`src/include/mips_defs.svh`:
```
`ifndef MIPS_DEFS_SVH
`define MIPS_DEFS_SVH

// widths
`define WORD_W      32
`define REG_ADDR_W  5
`define SHAMT_W     5
`define IMM_W       16
`define IDX_W       26
`define NUM_REGS    32

// jal, bltzal and bgezal write here
`define LINK_REG    5'd31
`define RESET_PC    32'h0000_0000

// primary opcodes
`define OP_SPECIAL  6'b000000
`define OP_REGIMM   6'b000001
`define OP_J        6'b000010
`define OP_JAL      6'b000011
`define OP_BEQ      6'b000100
`define OP_BNE      6'b000101
`define OP_BLEZ     6'b000110
`define OP_BGTZ     6'b000111
`define OP_ADDI     6'b001000
`define OP_ADDIU    6'b001001
`define OP_SLTI     6'b001010
`define OP_SLTIU    6'b001011
`define OP_ANDI     6'b001100
`define OP_ORI      6'b001101
`define OP_XORI     6'b001110
`define OP_LUI      6'b001111

// special funct codes
`define FUNCT_SLL   6'b000000
`define FUNCT_SRL   6'b000010
`define FUNCT_SRA   6'b000011
`define FUNCT_JR    6'b001000
`define FUNCT_JALR  6'b001001
`define FUNCT_ADD   6'b100000
`define FUNCT_ADDU  6'b100001
`define FUNCT_SUB   6'b100010
`define FUNCT_SUBU  6'b100011
`define FUNCT_AND   6'b100100
`define FUNCT_OR    6'b100101
`define FUNCT_XOR   6'b100110
`define FUNCT_NOR   6'b100111
`define FUNCT_SLT   6'b101010
`define FUNCT_SLTU  6'b101011

// regimm rt codes
`define RT_BLTZ     5'b00000
`define RT_BGEZ     5'b00001
`define RT_BLTZAL   5'b10000
`define RT_BGEZAL   5'b10001

`endif

```
`src/logic/mips_pkg.sv`:
```
`include "mips_defs.svh"

package mips_pkg;

	typedef logic [`WORD_W-1:0]     word_t;
	typedef logic [`WORD_W-1:0]     inst_t;
	typedef logic [`REG_ADDR_W-1:0] reg_addr_t;
	typedef logic [`SHAMT_W-1:0]    shamt_t;

	// operation handed to the ex stage
	typedef enum logic [3:0] {
		ALU_NOP,
		ALU_AND,
		ALU_OR,
		ALU_XOR,
		ALU_NOR,
		ALU_ADD,
		ALU_ADDU,
		ALU_SUB,
		ALU_SUBU,
		ALU_SLT,
		ALU_SLTU,
		ALU_SLL,
		ALU_SRL,
		ALU_SRA,
		ALU_LUI,
		ALU_LINK
	} alu_op_e;

	// branch condition, link variants share the plain kind
	typedef enum logic [3:0] {
		BR_NONE,
		BR_J,
		BR_JR,
		BR_BEQ,
		BR_BNE,
		BR_BLEZ,
		BR_BGTZ,
		BR_BLTZ,
		BR_BGEZ
	} br_kind_e;

endpackage

```
`src/logic/id_dec_if.sv`:
```
`timescale 1ns/1ps

interface id_dec_if;

	mips_pkg::reg_addr_t rs_addr;
	mips_pkg::reg_addr_t rt_addr;
	logic                use_imm;
	// already sign or zero extended
	mips_pkg::word_t     imm;
	mips_pkg::alu_op_e   alu_op;
	mips_pkg::reg_addr_t wd;
	logic                wreg;
	mips_pkg::br_kind_e  br_kind;
	mips_pkg::word_t     pc;
	logic                valid;

	modport ctrl (
		output rs_addr, rt_addr, use_imm, imm, alu_op, wd, wreg, br_kind, pc, valid
	);
	modport dp (
		input rs_addr, rt_addr, use_imm, imm, alu_op, wd, wreg, valid
	);
	modport br (
		input imm, alu_op, br_kind, pc
	);

endinterface

```
`src/logic/branch_unit.sv`:
```
`timescale 1ns/1ps
`include "mips_defs.svh"

module branch_unit (
	input  logic              clk,
	input  logic              rst_i,
	id_dec_if.br              dec_i,
	input  logic [`IDX_W-1:0] index_i,
	input  mips_pkg::word_t   rs_val_i,
	input  mips_pkg::word_t   rt_val_i,
	output logic              branch_flag_o,
	output mips_pkg::word_t   branch_target_o,
	output mips_pkg::word_t   link_addr_o
);

	mips_pkg::word_t pc_plus4;
	mips_pkg::word_t br_dest;
	mips_pkg::word_t jmp_dest;
	mips_pkg::word_t dest;
	logic            taken;
	logic            rs_zero;
	logic            rs_neg;

	assign pc_plus4 = dec_i.pc + 32'd4;
	assign br_dest  = pc_plus4 + {dec_i.imm[`WORD_W-3:0], 2'b00};
	// jump stays inside the 256MB region of the delay slot
	assign jmp_dest = {pc_plus4[`WORD_W-1 -: 4], index_i, 2'b00};
	assign rs_zero  = (rs_val_i == '0);
	assign rs_neg   = rs_val_i[`WORD_W-1];

	always_comb begin
		taken = 1'b0;
		dest  = br_dest;
		case (dec_i.br_kind)
			mips_pkg::BR_J: begin
				taken = 1'b1;
				dest  = jmp_dest;
			end
			mips_pkg::BR_JR: begin
				taken = 1'b1;
				dest  = rs_val_i;
			end
			mips_pkg::BR_BEQ:  taken = (rs_val_i == rt_val_i);
			mips_pkg::BR_BNE:  taken = (rs_val_i != rt_val_i);
			mips_pkg::BR_BLEZ: taken = rs_neg | rs_zero;
			mips_pkg::BR_BGTZ: taken = !rs_neg && !rs_zero;
			mips_pkg::BR_BLTZ: taken = rs_neg;
			mips_pkg::BR_BGEZ: taken = !rs_neg;
			default:           taken = 1'b0;
		endcase
	end

	always_ff @(posedge clk) begin
		if (rst_i) begin
			branch_flag_o   <= 1'b0;
			branch_target_o <= `RESET_PC;
			link_addr_o     <= '0;
		end else begin
			branch_flag_o   <= taken;
			branch_target_o <= taken ? dest : `RESET_PC;
			// return past the delay slot, even when not taken
			link_addr_o     <= (dec_i.alu_op == mips_pkg::ALU_LINK) ? dec_i.pc + 32'd8 : '0;
		end
	end

endmodule

```
`src/logic/id_ctrl.sv`:
```
`timescale 1ns/1ps
`include "mips_defs.svh"

module id_ctrl (
	input  logic              inst_valid_i,
	input  mips_pkg::word_t   pc_i,
	input  mips_pkg::inst_t   inst_i,
	output logic [`IDX_W-1:0] index_o,
	id_dec_if.ctrl            dec_o
);

	logic [5:0]          opcode;
	logic [5:0]          funct;
	mips_pkg::reg_addr_t rs;
	mips_pkg::reg_addr_t rt;
	mips_pkg::reg_addr_t rd;
	mips_pkg::shamt_t    shamt;
	logic [`IMM_W-1:0]   imm16;
	mips_pkg::word_t     imm_sext;
	mips_pkg::word_t     imm_zext;
	mips_pkg::word_t     shamt_zext;

	logic                known;
	logic                itype;
	logic                link;
	logic                ok;
	mips_pkg::reg_addr_t rs_sel;
	mips_pkg::reg_addr_t rt_sel;
	logic                use_imm;
	mips_pkg::word_t     imm;
	mips_pkg::alu_op_e   alu_op;
	mips_pkg::reg_addr_t wd;
	logic                wreg;
	mips_pkg::br_kind_e  br_kind;

	assign opcode     = inst_i[31:26];
	assign rs         = inst_i[25:21];
	assign rt         = inst_i[20:16];
	assign rd         = inst_i[15:11];
	assign shamt      = inst_i[10:6];
	assign funct      = inst_i[5:0];
	assign imm16      = inst_i[`IMM_W-1:0];
	assign index_o    = inst_i[`IDX_W-1:0];
	assign imm_sext   = {{(`WORD_W-`IMM_W){imm16[`IMM_W-1]}}, imm16};
	assign imm_zext   = {{(`WORD_W-`IMM_W){1'b0}}, imm16};
	assign shamt_zext = {{(`WORD_W-`SHAMT_W){1'b0}}, shamt};

	// opcodes 001xxx are the immediate ALU group
	assign itype = (opcode[5:3] == 3'b001);

	always_comb begin
		known   = 1'b1;
		link    = 1'b0;
		rs_sel  = rs;
		rt_sel  = '0;
		use_imm = 1'b0;
		imm     = imm_sext;
		alu_op  = mips_pkg::ALU_NOP;
		wd      = rd;
		wreg    = 1'b0;
		br_kind = mips_pkg::BR_NONE;
		case (opcode)
			`OP_SPECIAL: begin
				rt_sel = rt;
				wreg   = 1'b1;
				case (funct)
					`FUNCT_AND:  alu_op = mips_pkg::ALU_AND;
					`FUNCT_OR:   alu_op = mips_pkg::ALU_OR;
					`FUNCT_XOR:  alu_op = mips_pkg::ALU_XOR;
					`FUNCT_NOR:  alu_op = mips_pkg::ALU_NOR;
					`FUNCT_ADD:  alu_op = mips_pkg::ALU_ADD;
					`FUNCT_ADDU: alu_op = mips_pkg::ALU_ADDU;
					`FUNCT_SUB:  alu_op = mips_pkg::ALU_SUB;
					`FUNCT_SUBU: alu_op = mips_pkg::ALU_SUBU;
					`FUNCT_SLT:  alu_op = mips_pkg::ALU_SLT;
					`FUNCT_SLTU: alu_op = mips_pkg::ALU_SLTU;
					`FUNCT_SLL:  alu_op = mips_pkg::ALU_SLL;
					`FUNCT_SRL:  alu_op = mips_pkg::ALU_SRL;
					`FUNCT_SRA:  alu_op = mips_pkg::ALU_SRA;
					`FUNCT_JR: begin
						rt_sel  = '0;
						wreg    = 1'b0;
						br_kind = mips_pkg::BR_JR;
					end
					// jalr links into rd, not r31
					`FUNCT_JALR: begin
						rt_sel  = '0;
						alu_op  = mips_pkg::ALU_LINK;
						br_kind = mips_pkg::BR_JR;
					end
					default: known = 1'b0;
				endcase
			end
			`OP_REGIMM: begin
				case (rt)
					`RT_BLTZ: br_kind = mips_pkg::BR_BLTZ;
					`RT_BGEZ: br_kind = mips_pkg::BR_BGEZ;
					`RT_BLTZAL: begin
						br_kind = mips_pkg::BR_BLTZ;
						link    = 1'b1;
					end
					`RT_BGEZAL: begin
						br_kind = mips_pkg::BR_BGEZ;
						link    = 1'b1;
					end
					default: known = 1'b0;
				endcase
			end
			`OP_J: begin
				rs_sel  = '0;
				br_kind = mips_pkg::BR_J;
			end
			`OP_JAL: begin
				rs_sel  = '0;
				br_kind = mips_pkg::BR_J;
				link    = 1'b1;
			end
			`OP_BEQ: begin
				rt_sel  = rt;
				br_kind = mips_pkg::BR_BEQ;
			end
			`OP_BNE: begin
				rt_sel  = rt;
				br_kind = mips_pkg::BR_BNE;
			end
			`OP_BLEZ:  br_kind = mips_pkg::BR_BLEZ;
			`OP_BGTZ:  br_kind = mips_pkg::BR_BGTZ;
			`OP_ADDI:  alu_op = mips_pkg::ALU_ADD;
			`OP_ADDIU: alu_op = mips_pkg::ALU_ADDU;
			`OP_SLTI:  alu_op = mips_pkg::ALU_SLT;
			`OP_SLTIU: alu_op = mips_pkg::ALU_SLTU;
			`OP_ANDI:  alu_op = mips_pkg::ALU_AND;
			`OP_ORI:   alu_op = mips_pkg::ALU_OR;
			`OP_XORI:  alu_op = mips_pkg::ALU_XOR;
			`OP_LUI: begin
				rs_sel = '0;
				alu_op = mips_pkg::ALU_LUI;
			end
			default: known = 1'b0;
		endcase

		// shamt travels as the immediate, rs is not read
		if (alu_op inside {mips_pkg::ALU_SLL, mips_pkg::ALU_SRL, mips_pkg::ALU_SRA}) begin
			rs_sel  = '0;
			use_imm = 1'b1;
			imm     = shamt_zext;
		end
		// logical immediates and lui are zero extended (opcode bit 2)
		if (itype) begin
			use_imm = 1'b1;
			wd      = rt;
			wreg    = 1'b1;
			if (opcode[2]) begin
				imm = imm_zext;
			end
		end
		if (link) begin
			alu_op = mips_pkg::ALU_LINK;
			wd     = `LINK_REG;
			wreg   = 1'b1;
		end
	end

	// bubbles carry no operation, no write and no branch
	assign ok = inst_valid_i & known;

	assign dec_o.valid   = ok;
	assign dec_o.rs_addr = rs_sel;
	assign dec_o.rt_addr = rt_sel;
	assign dec_o.use_imm = use_imm;
	assign dec_o.imm     = imm;
	assign dec_o.alu_op  = ok ? alu_op : mips_pkg::ALU_NOP;
	assign dec_o.wd      = wd;
	assign dec_o.wreg    = ok & wreg;
	assign dec_o.br_kind = ok ? br_kind : mips_pkg::BR_NONE;
	assign dec_o.pc      = pc_i;

endmodule

```
`src/logic/id_stage.sv`:
```
`timescale 1ns/1ps
`include "mips_defs.svh"

module id_stage (
	input  logic                clk,
	input  logic                rst_i,
	input  logic                inst_valid_i,
	input  mips_pkg::word_t     pc_i,
	input  mips_pkg::inst_t     inst_i,
	input  logic                ex_wreg_i,
	input  mips_pkg::reg_addr_t ex_wd_i,
	input  mips_pkg::word_t     ex_wdata_i,
	input  logic                mem_wreg_i,
	input  mips_pkg::reg_addr_t mem_wd_i,
	input  mips_pkg::word_t     mem_wdata_i,
	input  logic                wb_we_i,
	input  mips_pkg::reg_addr_t wb_addr_i,
	input  mips_pkg::word_t     wb_data_i,
	output logic                ex_valid_o,
	output mips_pkg::alu_op_e   ex_alu_op_o,
	output mips_pkg::word_t     ex_reg1_o,
	output mips_pkg::word_t     ex_reg2_o,
	output mips_pkg::reg_addr_t ex_wd_o,
	output logic                ex_wreg_o,
	output logic                branch_flag_o,
	output mips_pkg::word_t     branch_target_o,
	output mips_pkg::word_t     link_addr_o
);

	logic [`IDX_W-1:0] index;
	mips_pkg::word_t   rs_data;
	mips_pkg::word_t   rt_data;
	mips_pkg::word_t   rs_val;
	mips_pkg::word_t   rt_val;

	id_dec_if dec_if ();

	id_ctrl id_ctrl_i (
		.inst_valid_i (inst_valid_i),
		.pc_i         (pc_i),
		.inst_i       (inst_i),
		.index_o      (index),
		.dec_o        (dec_if)
	);

	// write-back port goes straight into the register file
	reg_file reg_file_i (
		.clk      (clk),
		.rst_i    (rst_i),
		.we_i     (wb_we_i),
		.waddr_i  (wb_addr_i),
		.wdata_i  (wb_data_i),
		.raddr1_i (dec_if.rs_addr),
		.raddr2_i (dec_if.rt_addr),
		.rdata1_o (rs_data),
		.rdata2_o (rt_data)
	);

	operand_sel operand_sel_i (
		.clk         (clk),
		.rst_i       (rst_i),
		.dec_i       (dec_if),
		.rs_data_i   (rs_data),
		.rt_data_i   (rt_data),
		.ex_wreg_i   (ex_wreg_i),
		.ex_wd_i     (ex_wd_i),
		.ex_wdata_i  (ex_wdata_i),
		.mem_wreg_i  (mem_wreg_i),
		.mem_wd_i    (mem_wd_i),
		.mem_wdata_i (mem_wdata_i),
		.rs_val_o    (rs_val),
		.rt_val_o    (rt_val),
		.ex_valid_o  (ex_valid_o),
		.ex_alu_op_o (ex_alu_op_o),
		.ex_reg1_o   (ex_reg1_o),
		.ex_reg2_o   (ex_reg2_o),
		.ex_wd_o     (ex_wd_o),
		.ex_wreg_o   (ex_wreg_o)
	);

	// condition sees the forwarded operands
	branch_unit branch_unit_i (
		.clk             (clk),
		.rst_i           (rst_i),
		.dec_i           (dec_if),
		.index_i         (index),
		.rs_val_i        (rs_val),
		.rt_val_i        (rt_val),
		.branch_flag_o   (branch_flag_o),
		.branch_target_o (branch_target_o),
		.link_addr_o     (link_addr_o)
	);

endmodule

```
`src/logic/operand_sel.sv`:
```
`timescale 1ns/1ps

module operand_sel (
	input  logic                clk,
	input  logic                rst_i,
	id_dec_if.dp                dec_i,
	input  mips_pkg::word_t     rs_data_i,
	input  mips_pkg::word_t     rt_data_i,
	input  logic                ex_wreg_i,
	input  mips_pkg::reg_addr_t ex_wd_i,
	input  mips_pkg::word_t     ex_wdata_i,
	input  logic                mem_wreg_i,
	input  mips_pkg::reg_addr_t mem_wd_i,
	input  mips_pkg::word_t     mem_wdata_i,
	output mips_pkg::word_t     rs_val_o,
	output mips_pkg::word_t     rt_val_o,
	output logic                ex_valid_o,
	output mips_pkg::alu_op_e   ex_alu_op_o,
	output mips_pkg::word_t     ex_reg1_o,
	output mips_pkg::word_t     ex_reg2_o,
	output mips_pkg::reg_addr_t ex_wd_o,
	output logic                ex_wreg_o
);

	logic            is_shift;
	mips_pkg::word_t reg1_d;
	mips_pkg::word_t reg2_d;

	// youngest producer wins: ex, then mem, then the register file
	function automatic mips_pkg::word_t fwd(input mips_pkg::reg_addr_t addr,
			input mips_pkg::word_t rf_data);
		if (addr == '0) begin
			return '0;
		end else if (ex_wreg_i && (ex_wd_i == addr)) begin
			return ex_wdata_i;
		end else if (mem_wreg_i && (mem_wd_i == addr)) begin
			return mem_wdata_i;
		end
		return rf_data;
	endfunction

	always_comb begin
		rs_val_o = fwd(dec_i.rs_addr, rs_data_i);
		rt_val_o = fwd(dec_i.rt_addr, rt_data_i);
	end

	assign is_shift = dec_i.alu_op inside
		{mips_pkg::ALU_SLL, mips_pkg::ALU_SRL, mips_pkg::ALU_SRA};

	// shifts take shamt as reg1 and the rt value as reg2
	assign reg1_d = (dec_i.alu_op == mips_pkg::ALU_LUI) ? '0 :
		is_shift ? dec_i.imm : rs_val_o;
	assign reg2_d = (dec_i.use_imm && !is_shift) ? dec_i.imm : rt_val_o;

	always_ff @(posedge clk) begin
		if (rst_i) begin
			ex_valid_o  <= 1'b0;
			ex_alu_op_o <= mips_pkg::ALU_NOP;
			ex_reg1_o   <= '0;
			ex_reg2_o   <= '0;
			ex_wd_o     <= '0;
			ex_wreg_o   <= 1'b0;
		end else begin
			ex_valid_o  <= dec_i.valid;
			ex_alu_op_o <= dec_i.alu_op;
			ex_reg1_o   <= dec_i.valid ? reg1_d : '0;
			ex_reg2_o   <= dec_i.valid ? reg2_d : '0;
			ex_wd_o     <= dec_i.wreg ? dec_i.wd : '0;
			ex_wreg_o   <= dec_i.wreg;
		end
	end

endmodule

```
`src/logic/reg_file.sv`:
```
`timescale 1ns/1ps
`include "mips_defs.svh"

module reg_file (
	input  logic                clk,
	input  logic                rst_i,
	input  logic                we_i,
	input  mips_pkg::reg_addr_t waddr_i,
	input  mips_pkg::word_t     wdata_i,
	input  mips_pkg::reg_addr_t raddr1_i,
	input  mips_pkg::reg_addr_t raddr2_i,
	output mips_pkg::word_t     rdata1_o,
	output mips_pkg::word_t     rdata2_o
);

	mips_pkg::word_t regs [`NUM_REGS];

	always_ff @(posedge clk) begin
		if (rst_i) begin
			for (int i = 0; i < `NUM_REGS; i++) begin
				regs[i] <= '0;
			end
		end else if (we_i && (waddr_i != '0)) begin
			regs[waddr_i] <= wdata_i;
		end
	end

	// r0 reads zero, a write in the same cycle is passed through
	assign rdata1_o = (raddr1_i == '0) ? '0 :
		(we_i && (waddr_i == raddr1_i)) ? wdata_i :
		regs[raddr1_i];

	assign rdata2_o = (raddr2_i == '0) ? '0 :
		(we_i && (waddr_i == raddr2_i)) ? wdata_i :
		regs[raddr2_i];

endmodule

```
`config.mk`:
```
export PLATFORM = sky130hd
export DESIGN_NAME = id_stage
export DESIGN_NICKNAME = d
export VERILOG_FILES = /design/src/logic/mips_pkg.sv /design/src/logic/id_dec_if.sv /design/src/logic/branch_unit.sv /design/src/logic/id_ctrl.sv /design/src/logic/id_stage.sv /design/src/logic/operand_sel.sv /design/src/logic/reg_file.sv
export VERILOG_INCLUDE_DIRS = /design/src /design/src/include
export SDC_FILE = /design/constraint.sdc
export NUM_CORES = 2
export LEC_CHECK = 0
export BUFFER_PORTS_ARGS = -buffer_cell sky130_fd_sc_hd__buf_4
export CAP_MARGIN = 20
export CORE_MARGIN = 2
export CORE_UTILIZATION = 55
export CTS_CLUSTER_SIZE = 28
export DETAILED_ROUTE_END_ITERATION = 6
export PLACE_DENSITY = 0.73
export SLEW_MARGIN = 15
export SYNTH_ARGS = -nofsm -noshare
export SYNTH_HDL_FRONTEND = slang
export SYNTH_HIERARCHICAL = 1
export SYNTH_SLANG_ARGS = --single-unit
```
`constraint.sdc`:
```
create_clock -name clk -period 9.1 [get_ports clk]
set_clock_uncertainty 0.05 [all_clocks]
set_input_delay 1.365 -clock clk [delete_from_list [all_inputs] [get_ports clk]]
set_output_delay 1.365 -clock clk [all_outputs]
set_load 0.05 [all_outputs]
```
==> impl_metrics.toml <==
[outcome]
status = "complete, but fails checks"
violations = "DRC"

[critical_path]
timing.critical_path.mode_cell = "buf_4"
r2r_cells = 18
cp.arrival_ns = 8.87
crit_type = "in -> reg"
r2r-start = "reg_file_i/regs[26][22]$_SDFFCE_PN0P_"
cp_max_fo = 20
regToRegEndpoint = "branch_unit_i/branch_target_o[29]$_SDFF_PP0_"
slowest_delay_ns = 0.65
critPathLaunchType = "input pin"
end_kind = "flip-flop"
worst_path_max_delay_cell = "or4_1"
critPathRequiredTime_ns = 9.73
r2r_slack_ns = 3.95

[synth]
ys_seq_area_share_pct = 50.0
synth-edff-count = 1024
ys_ff_latch = 1164
yosysTopAreaCell = "edfxtp_1"
ys_types = 82
synth.area.top_cells = "edfxtp_1 46%, mux4_2 13%, and2_1 9.4%, mux2i_1 4.7%, dfxtp_1 4.2%"
synth_top_area_share_pct = 45.8
yosys_most_used_dff = "edfxtp_1"
yosysWarnings = 6
synth_area_per_cell_um2 = 12.4
netlist_area_um2 = 67100
synth_cells = 5394
async_reset_ff_share_pct = 0

[grt]
grt_usage_pct = 41.6
antenna_found_initial = 29
grt-ovfl-total = 0
grt_pass1_vias = 49600
grt_start_max_net_pins = 86
grt_pass1_wl_um = 369000

[timing]
relSlewSlack_pct = 22.8
finalSetupViolCount = 0
layout_min_cycle_time_ns = 8.24
fin_tns_setup_ns = 0
grt_setup_unrepaired = "no"
finalCritPeriodShare_pct = 90.5
final_max_slew_viol_count = 0
whs_ns = 0.726
max_slew.worst_pin.slew_ns = 1.16
final_hold_viol_count = 0
max_freq_mhz = 121

[drt]
wl_per_cell_um = 36.5
postRouteAntennaNets = 0
wirelength_um = 265000
num_vias = 52300
drc = 20
via_per_inst = 7.21
firstDrtPassIters = 7
drt_iter0_drc = 9447

[cts]
cts_hold_buf = 0
cts.sinks = 1164
clkLatencyLatePin_ns = 0.81
clk_root_buffer_cell = "clkbuf_16"
cts_made_buffers = 120
clk_path_buf_depth = 3
htree_num_levels = 3
clkTransAtPathRegs_ns = 0.06
cts_tree = "done"
post_cts_buffers = 0
cts-resized-gates = 0

[layout]
num-nets-final = 5721
post_route_cells_drive_above_1_share_pct = 23.7
fin_util_pct = 62.1
synthToLayoutAreaGrowth_pct = 12.3
fillCellCount = 9225
design_area_um2 = 75400

[power_and_ir_drop]
total_power_mw = 13.2
max-vdd-ir-drop_uv = 170
p_leak_nw = 26.5
powerDensity_nw_per_um2 = 175

[job]
maxCapViolations = 0

[hold_path]
hp-start = "pc_i[3]"
whs_path_depth = 2
holdPathEnd = "branch_unit_i/link_addr_o[3]$_SDFF_PP0_"
hp-class = "in -> reg"

[place]
hpwl_um = 168000
place.gp.congestion = 1.06
place_area_um2 = 71200
port_buffers = 320

[floorplanning]
num_rows = 128
design.core.area_um2 = 121000
pin_count = 321
die_w_um = 353
initial_core_util_pct = 55.3
die_y_um = 353
die_area_um2 = 125000
stage by stage:
step	setup slack [ns]	std cells
floorplan	1.84	5425
global placement	0.317	7008
detailed placement	0.357	7009
CTS	1.14	7236
global route	0.637	7243
finish	0.864	7262
state kept, by name (all words and copies together), names as in the netlist:
name and flops:
operand_sel_i/ex_reg2_o 32, branch_unit_i/branch_flag_o 1, branch_unit_i/branch_target_o 32, operand_sel_i/ex_wreg_o 1, reg_file_i/regs 1024, operand_sel_i/ex_reg1_o 32
operand_sel_i/ex_alu_op_o 4, operand_sel_i/ex_valid_o 1, operand_sel_i/ex_wd_o 5, branch_unit_i/link_addr_o 32
layout make-up:
cell class / count / area, µm² / area share [%]
tap: 1625 / 2030 / 2.70
clock buffer: 153 / 3370 / 4.47
inverter: 23 / 86.3 / 0.115
sequential: 1164 / 33600 / 44.5
antenna: 25 / 62.6 / 0.0830
timing repair buffer: 555 / 4540 / 6.02
multi-input combinational: 3643 / 31000 / 41.2
clock inverter: 74 / 697 / 0.925
cell usage in the layout (no fill, tap or decap), types with 96 or more instances in the layout:
cell	count
and2_1	1004
and3_1	96
buf_4	525
clkbuf_16	128
dfxtp_1	140
edfxtp_1	1024
mux2i_1	314
mux4_2	380
nand2_1	220
nor2_1	140
o21ai_0	194
critical path: cells and delay by family:
family / cells / cell delay, ns
compound gates: 11 / 2.55
xor+xnor: 1 / 0.16
mux: 4 / 1.50
simple gates: 5 / 1.73
buf+inv: 7 / 1.50
routing by layer:
layer	global-route usage (%)	routed length [µm]	up-vias
met4	24.9	19000	28
met5	0	276	-
met1	53.4	90200	25500
met2	59.7	112000	5098
met3	16.2	44100	1190
li1	-	-	20600
cell families after synthesis:
kind of cell	share of synthesized area, %
and+or+nand+nor	14.9
AOI/OAI and AO/OA	9.20
adders and majority gates	0.626
xor gates and xnor gates	1.75
DFF	50.0
muxes	18.9
other	0.00559
buffers and inverters	4.61
report_power, final:
| part | switching [mW] | leakage [nW] | internal (mW) | total, mW |
|---|---|---|---|---|
| combinational | 1.21 | 13.6 | 0.676 | 1.88 |
| clock | 2.28 | 1.96 | 2.81 | 5.09 |
| sequential | 0.140 | 10.9 | 6.07 | 6.21 |
| total | 3.63 | 26.5 | 9.56 | 13.2 |
how the worst max path moves through the flow:
stage	startpoint	to	slack [ns]	cells after the start
2_1_floorplan	inst_i[28]	branch_unit_i/branch_target_o[10]$_SDFF_PP0_	1.84	28
5_1_grt	inst_i[31]	branch_unit_i/branch_target_o[29]$_SDFF_PP0_	0.64	28
4_1_cts	inst_i[31]	branch_unit_i/branch_target_o[29]$_SDFF_PP0_	1.14	28
6_report	inst_i[31]	branch_unit_i/branch_target_o[29]$_SDFF_PP0_	0.86	28
3_3_place_gp	inst_i[31]	branch_unit_i/branch_target_o[29]$_SDFF_PP0_	0.32	28
3_5_place_dp	inst_i[31]	branch_unit_i/branch_target_o[29]$_SDFF_PP0_	0.36	28
cell usage after synthesis, types with 29 or more instances:
cell type / n
edfxtp_1: 1024
and2_1: 1006
mux4_2: 380
clkbuf_1: 368
mux2i_1: 314
nand2_1: 220
o21ai_0: 194
nor2_1: 186
dfxtp_1: 140
and3_1: 98
a22oi_1: 91
a31oi_1: 91
buf_4: 90
buf_2: 85
mux2_2: 84
a21oi_1: 82
o22ai_1: 79
xor2_1: 78
o21a_1: 67
xnor2_1: 56
o221ai_1: 41
nor3_1: 38
a211oi_1: 35
or2_2: 34
a32o_1: 33
nand3_1: 33
ha_1: 32
o31ai_1: 29
No activity file was read; power rests on OpenSTA's default activity.
